==> src/privPkg.sv <==
/* shared privilege unit definitions: word width, mode and cause codes,
   CSR addresses, mstatus field positions and the system instruction union */
package privPkg;

  // data and address width
  localparam int xlen = 32;

  // privilege mode encodings
  localparam logic [1:0] modeU = 2'b00;
  localparam logic [1:0] modeS = 2'b01;
  localparam logic [1:0] modeM = 2'b11;

  // exception cause codes
  localparam logic [xlen-1:0] causeInstrAccess = 1;
  localparam logic [xlen-1:0] causeIllegal     = 2;
  localparam logic [xlen-1:0] causeBreakpoint  = 3;
  localparam logic [xlen-1:0] causeLoadAccess  = 5;
  localparam logic [xlen-1:0] causeStoreAccess = 7;
  // ecall cause is this base plus the mode code
  localparam logic [xlen-1:0] causeEcallU      = 8;
  localparam logic [xlen-1:0] causeInstrPage   = 12;

  // machine CSR addresses
  localparam logic [11:0] csrMstatus = 12'h300;
  localparam logic [11:0] csrMedeleg = 12'h302;
  localparam logic [11:0] csrMtvec   = 12'h305;
  localparam logic [11:0] csrMepc    = 12'h341;
  localparam logic [11:0] csrMcause  = 12'h342;
  // supervisor CSR addresses
  localparam logic [11:0] csrSstatus = 12'h100;
  localparam logic [11:0] csrStvec   = 12'h105;
  localparam logic [11:0] csrSepc    = 12'h141;
  localparam logic [11:0] csrScause  = 12'h142;

  // mstatus bit positions
  localparam int mstatusSie  = 1;
  localparam int mstatusMie  = 3;
  localparam int mstatusSpie = 5;
  localparam int mstatusMpie = 7;
  localparam int mstatusSpp  = 8;
  // low bit of the two-bit MPP field
  localparam int mstatusMpp  = 11;

  // implemented mstatus bits and the subset seen through sstatus
  localparam logic [xlen-1:0] mstatusMask = 32'h0000_19aa;
  localparam logic [xlen-1:0] sstatusMask = 32'h0000_0122;

  // opcode and function fields of the SYSTEM instructions
  localparam logic [6:0]  opSystem        = 7'b1110011;
  localparam logic [2:0]  f3Priv          = 3'b000;
  localparam logic [11:0] funct12Ecall    = 12'h000;
  localparam logic [11:0] funct12Ebreak   = 12'h001;
  localparam logic [11:0] funct12Sret     = 12'h102;
  localparam logic [11:0] funct12Mret     = 12'h302;
  localparam logic [6:0]  funct7SfenceVma = 7'b0001001;

  // one SYSTEM word read either as a CSR form or as a fence form
  typedef union packed {
    struct packed {
      logic [11:0] csrAddr;
      logic [4:0]  rs1;
      logic [2:0]  funct3;
      logic [4:0]  rd;
      logic [6:0]  opcode;
    } csrView;
    struct packed {
      logic [6:0] funct7;
      logic [4:0] rs2;
      logic [4:0] rs1;
      logic [2:0] funct3;
      logic [4:0] rd;
      logic [6:0] opcode;
    } fenceView;
  } sysInstr_t;

endpackage
==> src/privileged.sv <==
/* privileged unit top level joining fault pipe, decode, trap unit and CSRs */
module privileged (
  input  logic                     clk,
  input  logic                     rstN,
  input  logic                     stallD,
  input  logic                     stallE,
  input  logic                     stallM,
  input  logic                     stallW,
  input  logic                     flushD,
  input  logic                     flushE,
  input  logic                     flushM,
  input  logic                     instrAccessFaultF,
  input  logic                     instrPageFaultF,
  input  logic                     illegalInstrD,
  input  privPkg::sysInstr_t       instrM,
  input  logic                     instrValidM,
  input  logic [privPkg::xlen-1:0] pcM,
  input  logic [privPkg::xlen-1:0] srcAM,
  input  logic                     csrReadM,
  input  logic                     csrWriteM,
  input  logic                     loadAccessFaultM,
  input  logic                     storeAccessFaultM,
  output logic                     trapM,
  output logic                     retM,
  output logic [privPkg::xlen-1:0] privNextPcM,
  output logic                     tlbFlushM,
  output logic [1:0]               privModeW,
  output logic [privPkg::xlen-1:0] csrReadValW
);
  import privPkg::*;

  // faults arriving from the front of the pipe
  logic instrAccessFaultM, instrPageFaultM, illegalInstrM;
  // memory-stage decode
  logic mretM, sretM, ecallM, ebreakM, illegalPrivM, illegalCsrM;
  // trap and return controls into the CSRs
  logic trapToM, trapToS, retToM, retToS;
  logic [xlen-1:0] causeM;
  // live CSR state back to the trap unit
  logic [xlen-1:0] medelegM, mtvecM, stvecM, mepcM, sepcM;
  logic [1:0]      mppM;
  logic            sppM;

  faultPipe faultPipe_i (.*);

  privDecode privDecode_i (.*);

  trapUnit trapUnit_i (.*);

  csrFile csrFile_i (.*);

endmodule

==> src/csrFile.sv <==
/* reduced M and S mode CSR set with trap and return updates,
   address legality and the registered read port */
module csrFile (
  input  logic                     clk,
  input  logic                     rstN,
  input  logic                     stallW,
  input  privPkg::sysInstr_t       instrM,
  input  logic                     instrValidM,
  input  logic                     csrReadM,
  input  logic                     csrWriteM,
  input  logic [privPkg::xlen-1:0] srcAM,
  input  logic [privPkg::xlen-1:0] pcM,
  input  logic [1:0]               privModeW,
  input  logic                     trapToM,
  input  logic                     trapToS,
  input  logic                     retToM,
  input  logic                     retToS,
  input  logic [privPkg::xlen-1:0] causeM,
  output logic                     illegalCsrM,
  output logic [privPkg::xlen-1:0] medelegM,
  output logic [1:0]               mppM,
  output logic                     sppM,
  output logic [privPkg::xlen-1:0] mtvecM,
  output logic [privPkg::xlen-1:0] stvecM,
  output logic [privPkg::xlen-1:0] mepcM,
  output logic [privPkg::xlen-1:0] sepcM,
  output logic [privPkg::xlen-1:0] csrReadValW
);
  import privPkg::*;

  logic [xlen-1:0] mstatus;
  logic [xlen-1:0] mcause;
  logic [xlen-1:0] scause;
  logic [xlen-1:0] mstatusWr;
  logic [xlen-1:0] readValM;
  logic [11:0]     csrAddr;
  logic            knownM;
  logic            writeEnM;
  logic            readEnM;

  assign csrAddr = instrM.csrView.csrAddr;

  ////////////////////////////////////////////////////////////
  // address decode and legality
  ////////////////////////////////////////////////////////////

  always_comb begin
    knownM   = 1'b1;
    readValM = '0;
    case (csrAddr)
      csrMstatus: readValM = mstatus;
      // sstatus exposes only SIE, SPIE and SPP
      csrSstatus: readValM = mstatus & sstatusMask;
      csrMedeleg: readValM = medelegM;
      csrMtvec:   readValM = mtvecM;
      csrMepc:    readValM = mepcM;
      csrMcause:  readValM = mcause;
      csrStvec:   readValM = stvecM;
      csrSepc:    readValM = sepcM;
      csrScause:  readValM = scause;
      default:    knownM = 1'b0;
    endcase
  end

  // bits 9:8 give the lowest mode allowed to touch the CSR
  assign illegalCsrM = instrValidM && (csrReadM || csrWriteM)
                       && (!knownM || csrAddr[9:8] > privModeW);

  // illegal accesses trap and are blocked with the trap
  assign writeEnM = instrValidM && csrWriteM && !trapToM && !trapToS;
  assign readEnM  = instrValidM && csrReadM && !illegalCsrM;

  ////////////////////////////////////////////////////////////
  // mstatus
  ////////////////////////////////////////////////////////////

  // reserved MPP encoding 10 falls back to U
  always_comb begin
    mstatusWr = srcAM & mstatusMask;
    if (srcAM[mstatusMpp +: 2] == 2'b10) begin
      mstatusWr[mstatusMpp +: 2] = modeU;
    end
  end

  // trap and return updates win over software writes
  always_ff @(posedge clk) begin
    if (!rstN) begin
      mstatus <= '0;
    end else if (!stallW) begin
      if (trapToM) begin
        mstatus[mstatusMpie]     <= mstatus[mstatusMie];
        mstatus[mstatusMie]      <= 1'b0;
        mstatus[mstatusMpp +: 2] <= privModeW;
      end else if (trapToS) begin
        mstatus[mstatusSpie] <= mstatus[mstatusSie];
        mstatus[mstatusSie]  <= 1'b0;
        mstatus[mstatusSpp]  <= privModeW[0];
      end else if (retToM) begin
        mstatus[mstatusMie]      <= mstatus[mstatusMpie];
        mstatus[mstatusMpie]     <= 1'b1;
        mstatus[mstatusMpp +: 2] <= modeU;
      end else if (retToS) begin
        mstatus[mstatusSie]  <= mstatus[mstatusSpie];
        mstatus[mstatusSpie] <= 1'b1;
        mstatus[mstatusSpp]  <= 1'b0;
      end else if (writeEnM && csrAddr == csrMstatus) begin
        mstatus <= mstatusWr;
      end else if (writeEnM && csrAddr == csrSstatus) begin
        mstatus <= (mstatus & ~sstatusMask) | (srcAM & sstatusMask);
      end
    end
  end

  assign mppM = mstatus[mstatusMpp +: 2];
  assign sppM = mstatus[mstatusSpp];

  ////////////////////////////////////////////////////////////
  // delegation, vectors, epc and cause
  ////////////////////////////////////////////////////////////

  always_ff @(posedge clk) begin
    if (!rstN) begin
      medelegM <= '0;
      mtvecM   <= '0;
      mepcM    <= '0;
      mcause   <= '0;
      stvecM   <= '0;
      sepcM    <= '0;
      scause   <= '0;
    end else if (!stallW) begin
      if (trapToM) begin
        mepcM  <= pcM;
        mcause <= causeM;
      end else if (trapToS) begin
        sepcM  <= pcM;
        scause <= causeM;
      end else if (writeEnM) begin
        case (csrAddr)
          csrMedeleg: medelegM <= srcAM;
          // direct mode only
          csrMtvec:   mtvecM <= {srcAM[xlen-1:2], 2'b00};
          csrMepc:    mepcM <= srcAM;
          csrMcause:  mcause <= srcAM;
          csrStvec:   stvecM <= {srcAM[xlen-1:2], 2'b00};
          csrSepc:    sepcM <= srcAM;
          csrScause:  scause <= srcAM;
          default:    ;
        endcase
      end
    end
  end

  // read data lands in W and holds until the next read
  always_ff @(posedge clk) begin
    if (!rstN) begin
      csrReadValW <= '0;
    end else if (!stallW && readEnM) begin
      csrReadValW <= readValM;
    end
  end

  // write blocking depends on every illegal access being taken as a trap
  illegalCsrTraps: assert property (@(posedge clk) disable iff (!rstN)
    illegalCsrM |-> trapToM || trapToS);

endmodule

==> src/trapUnit.sv <==
/* exception priority, delegation to S or M, privilege mode register
   and trap or return target PC */
module trapUnit (
  input  logic                     clk,
  input  logic                     rstN,
  input  logic                     stallW,
  input  logic                     instrValidM,
  input  logic                     instrAccessFaultM,
  input  logic                     instrPageFaultM,
  input  logic                     illegalInstrM,
  input  logic                     illegalPrivM,
  input  logic                     illegalCsrM,
  input  logic                     mretM,
  input  logic                     sretM,
  input  logic                     ecallM,
  input  logic                     ebreakM,
  input  logic                     loadAccessFaultM,
  input  logic                     storeAccessFaultM,
  input  logic [privPkg::xlen-1:0] medelegM,
  input  logic [1:0]               mppM,
  input  logic                     sppM,
  input  logic [privPkg::xlen-1:0] mtvecM,
  input  logic [privPkg::xlen-1:0] stvecM,
  input  logic [privPkg::xlen-1:0] mepcM,
  input  logic [privPkg::xlen-1:0] sepcM,
  output logic                     trapM,
  output logic                     retM,
  output logic                     trapToM,
  output logic                     trapToS,
  output logic                     retToM,
  output logic                     retToS,
  output logic [privPkg::xlen-1:0] causeM,
  output logic [privPkg::xlen-1:0] privNextPcM,
  output logic [1:0]               privModeW
);
  import privPkg::*;

  logic       excM;
  logic       delegS;
  logic [1:0] nextModeM;

  ////////////////////////////////////////////////////////////
  // exception priority
  ////////////////////////////////////////////////////////////

  // first match wins
  always_comb begin
    excM   = 1'b1;
    causeM = '0;
    if (instrPageFaultM) begin
      causeM = causeInstrPage;
    end else if (instrAccessFaultM) begin
      causeM = causeInstrAccess;
    end else if (illegalInstrM || illegalPrivM || illegalCsrM) begin
      causeM = causeIllegal;
    end else if (ebreakM) begin
      causeM = causeBreakpoint;
    end else if (ecallM) begin
      causeM = causeEcallU + xlen'(privModeW);
    end else if (loadAccessFaultM) begin
      causeM = causeLoadAccess;
    end else if (storeAccessFaultM) begin
      causeM = causeStoreAccess;
    end else begin
      excM = 1'b0;
    end
  end

  assign trapM = instrValidM && excM;
  // a trap on the same instruction cancels the return
  assign retM  = instrValidM && (mretM || sretM) && !trapM;

  // M mode traps never go down to S
  assign delegS  = privModeW != modeM && medelegM[causeM[$clog2(xlen)-1:0]];
  assign trapToS = trapM && delegS;
  assign trapToM = trapM && !delegS;
  assign retToM  = retM && mretM;
  assign retToS  = retM && sretM;

  // redirect target
  always_comb begin
    if (trapToM) privNextPcM = mtvecM;
    else if (trapToS) privNextPcM = stvecM;
    else if (retToM) privNextPcM = mepcM;
    else if (retToS) privNextPcM = sepcM;
    else privNextPcM = '0;
  end

  ////////////////////////////////////////////////////////////
  // privilege mode register
  ////////////////////////////////////////////////////////////

  always_comb begin
    if (trapToM) nextModeM = modeM;
    else if (trapToS) nextModeM = modeS;
    else if (retToM) nextModeM = mppM;
    else if (retToS) nextModeM = {1'b0, sppM};
    else nextModeM = privModeW;
  end

  // core starts in M mode
  always_ff @(posedge clk) begin
    if (!rstN) begin
      privModeW <= modeM;
    end else if (!stallW) begin
      privModeW <= nextModeM;
    end
  end

  trapOneTarget: assert property (@(posedge clk) disable iff (!rstN)
    !(trapToM && trapToS));

endmodule

==> src/privDecode.sv <==
/* memory-stage decode of mret, sret, ecall, ebreak and sfence.vma */
module privDecode (
  input  privPkg::sysInstr_t instrM,
  input  logic               instrValidM,
  input  logic [1:0]         privModeW,
  output logic               mretM,
  output logic               sretM,
  output logic               ecallM,
  output logic               ebreakM,
  output logic               tlbFlushM,
  output logic               illegalPrivM
);
  import privPkg::*;

  logic isPriv;
  logic noRs1;
  logic isMret;
  logic isSret;
  logic isSfence;

  // valid SYSTEM word with funct3 zero and no destination
  assign isPriv = instrValidM && instrM.csrView.opcode == opSystem
                  && instrM.csrView.funct3 == f3Priv && instrM.csrView.rd == '0;
  assign noRs1  = instrM.csrView.rs1 == '0;

  // return, ecall and ebreak forms use the full funct12 field
  assign isMret  = isPriv && noRs1 && instrM.csrView.csrAddr == funct12Mret;
  assign isSret  = isPriv && noRs1 && instrM.csrView.csrAddr == funct12Sret;
  assign ecallM  = isPriv && noRs1 && instrM.csrView.csrAddr == funct12Ecall;
  assign ebreakM = isPriv && noRs1 && instrM.csrView.csrAddr == funct12Ebreak;

  // sfence.vma matches on funct7 alone
  // rs1 and rs2 select address and ASID and are ignored here
  assign isSfence = isPriv && instrM.fenceView.funct7 == funct7SfenceVma;

  ////////////////////////////////////////////////////////////
  // privilege checks
  ////////////////////////////////////////////////////////////

  // mret needs M, sret and sfence.vma need at least S
  assign illegalPrivM = (isMret && privModeW != modeM)
                        || (isSret && privModeW == modeU)
                        || (isSfence && privModeW == modeU);

  // a disallowed form only shows up as illegalPrivM
  assign mretM     = isMret && privModeW == modeM;
  assign sretM     = isSret && privModeW != modeU;
  assign tlbFlushM = isSfence && privModeW != modeU;

  // decode outputs never overlap
  decodeOneHot: assert final
    ($onehot0({mretM, sretM, ecallM, ebreakM, tlbFlushM, illegalPrivM}));

endmodule

==> src/faultPipe.sv <==
/* fetch and decode fault flags carried down to the memory stage */
module faultPipe (
  input  logic clk,
  input  logic rstN,
  input  logic stallD,
  input  logic stallE,
  input  logic stallM,
  input  logic flushD,
  input  logic flushE,
  input  logic flushM,
  input  logic instrAccessFaultF,
  input  logic instrPageFaultF,
  input  logic illegalInstrD,
  output logic instrAccessFaultM,
  output logic instrPageFaultM,
  output logic illegalInstrM
);

  // D bank holds {page, access}
  logic [1:0] faultD;
  // E and M banks hold {illegal, page, access}
  logic [2:0] faultE;
  logic [2:0] faultM;

  ////////////////////////////////////////////////////////////
  // fault register banks
  ////////////////////////////////////////////////////////////

  // fetch faults enter at decode
  always_ff @(posedge clk) begin
    if (!rstN || flushD) begin
      faultD <= '0;
    end else if (!stallD) begin
      faultD <= {instrPageFaultF, instrAccessFaultF};
    end
  end

  // illegal instruction joins at execute
  always_ff @(posedge clk) begin
    if (!rstN || flushE) begin
      faultE <= '0;
    end else if (!stallE) begin
      faultE <= {illegalInstrD, faultD};
    end
  end

  always_ff @(posedge clk) begin
    if (!rstN || flushM) begin
      faultM <= '0;
    end else if (!stallM) begin
      faultM <= faultE;
    end
  end

  assign illegalInstrM     = faultM[2];
  assign instrPageFaultM   = faultM[1];
  assign instrAccessFaultM = faultM[0];

  // a flushed bank is empty on the next cycle even under stall
  flushClears: assert property (@(posedge clk) disable iff (!rstN)
    (flushD |=> faultD == '0) and (flushE |=> faultE == '0)
    and (flushM |=> faultM == '0));

endmodule

==> config.mk <==
export PLATFORM = sky130hd
export DESIGN_NAME = privileged
export DESIGN_NICKNAME = d
export VERILOG_FILES = /design/src/privPkg.sv /design/src/privileged.sv /design/src/csrFile.sv /design/src/trapUnit.sv /design/src/privDecode.sv /design/src/faultPipe.sv
export SDC_FILE = /design/constraint.sdc
export NUM_CORES = 1
export LEC_CHECK = 0
export BUFFER_PORTS_ARGS = -buffer_cell sky130_fd_sc_hd__buf_2
export CORE_MARGIN = 2
export CORE_UTILIZATION = 58
export CTS_CLUSTER_SIZE = 40
export DETAILED_ROUTE_END_ITERATION = 6
export PLACE_DENSITY = 0.81
export SLEW_MARGIN = 15
export SYNTH_ARGS = -nofsm -noshare
export SYNTH_HDL_FRONTEND = slang
export SYNTH_SLANG_ARGS = --single-unit
==> constraint.sdc <==
create_clock -name clk -period 4.3 [get_ports clk]
set_clock_uncertainty 0.15 [all_clocks]
set_input_delay 0.43 -clock clk [delete_from_list [all_inputs] [get_ports clk]]
set_output_delay 0.43 -clock clk [all_outputs]
set_load 0.02 [all_outputs]
==> flow_metrics.py <==
metrics = {
    "outcome": {
        "run_status": "finished, violations left",
        "violations": "DRC, setup timing",
    },
    "timing": {
        "slew_headroom_pct": 34.90,
        "fmax_mhz": 227.8,
        "maxSlewViolCount": 0,
        "hold_violations": 0,
        "period_needed_ns": 4.389,
        "tightest_slew_ns": 0.9663,
        "rsz0062_at_grt": "true",
        "setup_ws_ns": -0.08900,
        "finalSetupViolations": 30,
        "finalSetupTns_ns": -1.341,
        "timing.hold.ws_ns": 0.002711,
        "timing.final.crit_share_pct": 102.1,
    },
    "detailed_routing": {
        "routed_wirelength_um": 49830,
        "viasPerCell": 6.822,
        "postRouteAntennaNets": 0,
        "drc": 1,
        "initialDrtViolationCount": 1661,
        "wl_per_cell_um": 23.72,
        "vias": 14330,
        "dr.pass1.iters": 7,
    },
    "synth": {
        "ys_seq_area_share_pct": 41.91,
        "synthesis.area_mm2": 0.01285,
        "synth-seq-cells": 269,
        "yosys_warnings": 0,
        "syn_area_per_cell_um2": 8.040,
        "synth_nets": 1713,
        "synth_cells": 1598,
        "synth_edf_count": 0,
        "async_reset_ff_share_pct": 0,
        "yosysUniqueCellTypes": 79,
        "ys.flop_type": "dfxtp_1",
    },
    "power": {
        "p_leak_nw": 5.992,
        "ir_worst_vdd_v": 0.0003861,
        "power_density_mw_per_mm2": 346.9,
    },
    "setup_path": {
        "cp-start-kind": "flip-flop",
        "startpoint": "faultPipe_i.faultM[1]",
        "worst_r2r_endpoint": "csrFile_i.scause[13]",
        "r2r_slack_ns": 0.29,
        "setup.worst_path.end": "privNextPcM[12]",
        "cp.required_ns": 3.72,
        "crit_fanout": 12,
        "arrival_ns": 3.81,
        "end_kind": "output pin",
        "reg2reg_from": "trapUnit_i.privModeW[1]",
        "crit_type": "flip-flop to output pin",
        "reg2reg_depth": 18,
    },
    "placement": {
        "place_ws_ns": -0.2622,
        "dp_hpwl_um": 30790,
        "port_buffers": 181,
        "place_congestion": 0.9855,
    },
    "cells_and_area": {
        "final_cell_mix": "nand2_1, dfxtp_1, buf_2",
        "fillCellCount": 1541,
        "final-seq-area_mm2": 0.005386,
        "fin_util_pct": 76.31,
        "nets": 1916,
        "area_growth_pct": 29.21,
        "n_antenna_cell": 0,
        "drive_gt1_share_pct": 26.69,
        "multi_input_area_mm2": 0.007431,
        "final_common_cell": "nand2_1",
    },
    "floorplan": {
        "die_w_um": 152.8,
        "ios": 182,
        "num_rows": 54,
        "core_mm2": 0.02176,
        "initial_utilization_pct": 59.06,
        "die_area_mm2": 0.02336,
        "die_h_um": 152.8,
    },
    "global_route": {
        "grt_pass1_wl_um": 74570,
        "grt_pass1_vias": 13550,
        "grt_overflow": 0,
        "grt_antenna_before_repair": 0,
        "grt_max_degree": 69,
        "grt.total_usage_pct": 39.47,
    },
    "cts": {
        "clkSinkCount": 269,
        "cts_max_level": 1,
        "insertion_delay_ns": 0.58,
        "clk_path_buf_depth": 3,
        "cts_root_buffer": "clkbuf_16",
        "numCtsBuffers": 28,
        "cts.clk_slew.worst_paths_ns": 0.07,
        "cts_tree": "built",
    },
    "flow_run": {
        "maxCapViolCount": 0,
    },
    "worst_hold_path": {
        "worstHoldPathType": "input port to flip-flop",
    },
}
[where the power goes]
part | leakage (nW) | internal [W] | switching, W
clock | 0.492 | 0.00152 | 0.00106
combinational | 3.32 | 0.000237 | 0.000376
sequential | 2.18 | 0.00253 | 0.0000309
total | 5.99 | 0.00429 | 0.00147
[Yosys cell counts (all sizes together) (3+ instances only)]
cell	number	area (um^2)
a222oi	10	100.1
a221oi	29	254.0
o21ai	84	424.2
nor4	14	123.9
o2bb2ai	33	289.0
o211ai	6	45.04
and2	3	18.77
mux2	6	67.56
a211oi	4	40.03
nor2	123	461.7
a21oi	164	832.1
a22oi	80	600.6
o32ai	3	26.28
nand2	306	1151
or2	4	25.03
nand2b	10	62.56
or4	3	26.27
nand4	8	50.05
a22o	31	271.5
nor3	13	70.07
inv	10	37.54
buf	34	171.4
nor2b	8	50.05
o31ai	10	85.08
or3	5	36.28
clkbuf	114	431.7
o221ai	32	280.3
nand3	44	220.2
o31a	5	45.04
a221o	11	110.1
and4	3	26.28
a31oi	35	225.2
dfxtp	269	5385
mux2i	40	400.4
a311oi	4	35.03
and3	9	56.30
[worst min path at each step]
stage	startpoint	to	cells past startpoint
4_1_cts	srcAM[15]	csrFile_i.stvecM[15]	3
3_3_place_gp	csrFile_i.scause[12]	csrFile_i.scause[12]	2
5_1_grt	srcAM[27]	csrFile_i.medelegM[27]	3
3_5_place_dp	csrFile_i.scause[14]	csrFile_i.scause[14]	2
2_1_floorplan	csrFile_i.scause[12]	csrFile_i.scause[12]	2
6_report	srcAM[27]	csrFile_i.stvecM[27]	3
[metrics by stage]
stage,cells,instance area (um^2),total power [W]
2_1_floorplan,1598,12920,0.002883
3_3_place_gp,2025,14720,0.003124
3_5_place_dp,2025,14720,0.003132
4_1_cts,2087,15890,0.005666
5_1_grt,2101,16600,0.005874
6_report,2101,16600,0.005759
[final cells by class]
cell class	count	share of cell area [%]
inverters	10	0.2638
clock buffers	41	5.238
multi-input cells	1171	44.76
flip-flops and latches	269	32.44
repair buffers	321	14.42
well taps	280	2.110
clock inverters	9	0.7612
[state kept, by name, indices dropped and copies added, names as in the netlist]
register	count
csrFile_i.csrReadValW	32
csrFile_i.mcause	32
csrFile_i.medelegM	32
csrFile_i.mepcM	32
csrFile_i.mstatus	7
csrFile_i.mtvecM	30
csrFile_i.scause	32
csrFile_i.sepcM	32
csrFile_i.stvecM	30
faultPipe_i.faultD	2
faultPipe_i.faultE	3
faultPipe_i.faultM	3
trapUnit_i.privModeW	2
[worst max-delay path, cell delays in order, from the launching register on]
cell	delay, ns
dfxtp_1	0.50
or3_4	0.47
o41ai_2	0.22
buf_4	0.21
nand3_2	0.08
o31ai_2	0.20
o211ai_1	0.21
a41oi_2	0.32
o21ai_4	0.10
buf_12	0.16
buf_12	0.13
nand2_8	0.09
buf_12	0.18
nor2_2	0.05
a21oi_2	0.15
buf_4	0.17
[logic make-up (layout without fill, tap and decap cells)]
logic type / count (synthesis) / count (layout) / share of synthesized area [%]
AO/OA/AOI/OAI: 557 / 557 / 29.72
flip-flops: 269 / 269 / 41.91
buffers and inverters: 158 / 381 / 4.986
adder cells (fa/ha/maj): 3 / 3 / 0.2726
multiplexers: 46 / 46 / 3.642
AND/OR/NAND/NOR: 565 / 565 / 19.47
[routing by layer]
metal	GRT usage (%)	vias to the layer above	share of wire, %
met5	0	-	0
met1	51.95	6781	37
met4	18.69	0	5.3
met2	62.63	1056	45
met3	7.854	215	12
li1	-	6281	-
[timing repair]
action	in CTS	in global routing
endpoints found under the hold margin	3	0
endpoints found under the setup margin	32	32
buffers inserted	7	11
resized for setup	12	135
hold buffers	5	0
pin swaps	4	16
cloned	0	3
Power figures use the tool's default switching activity.
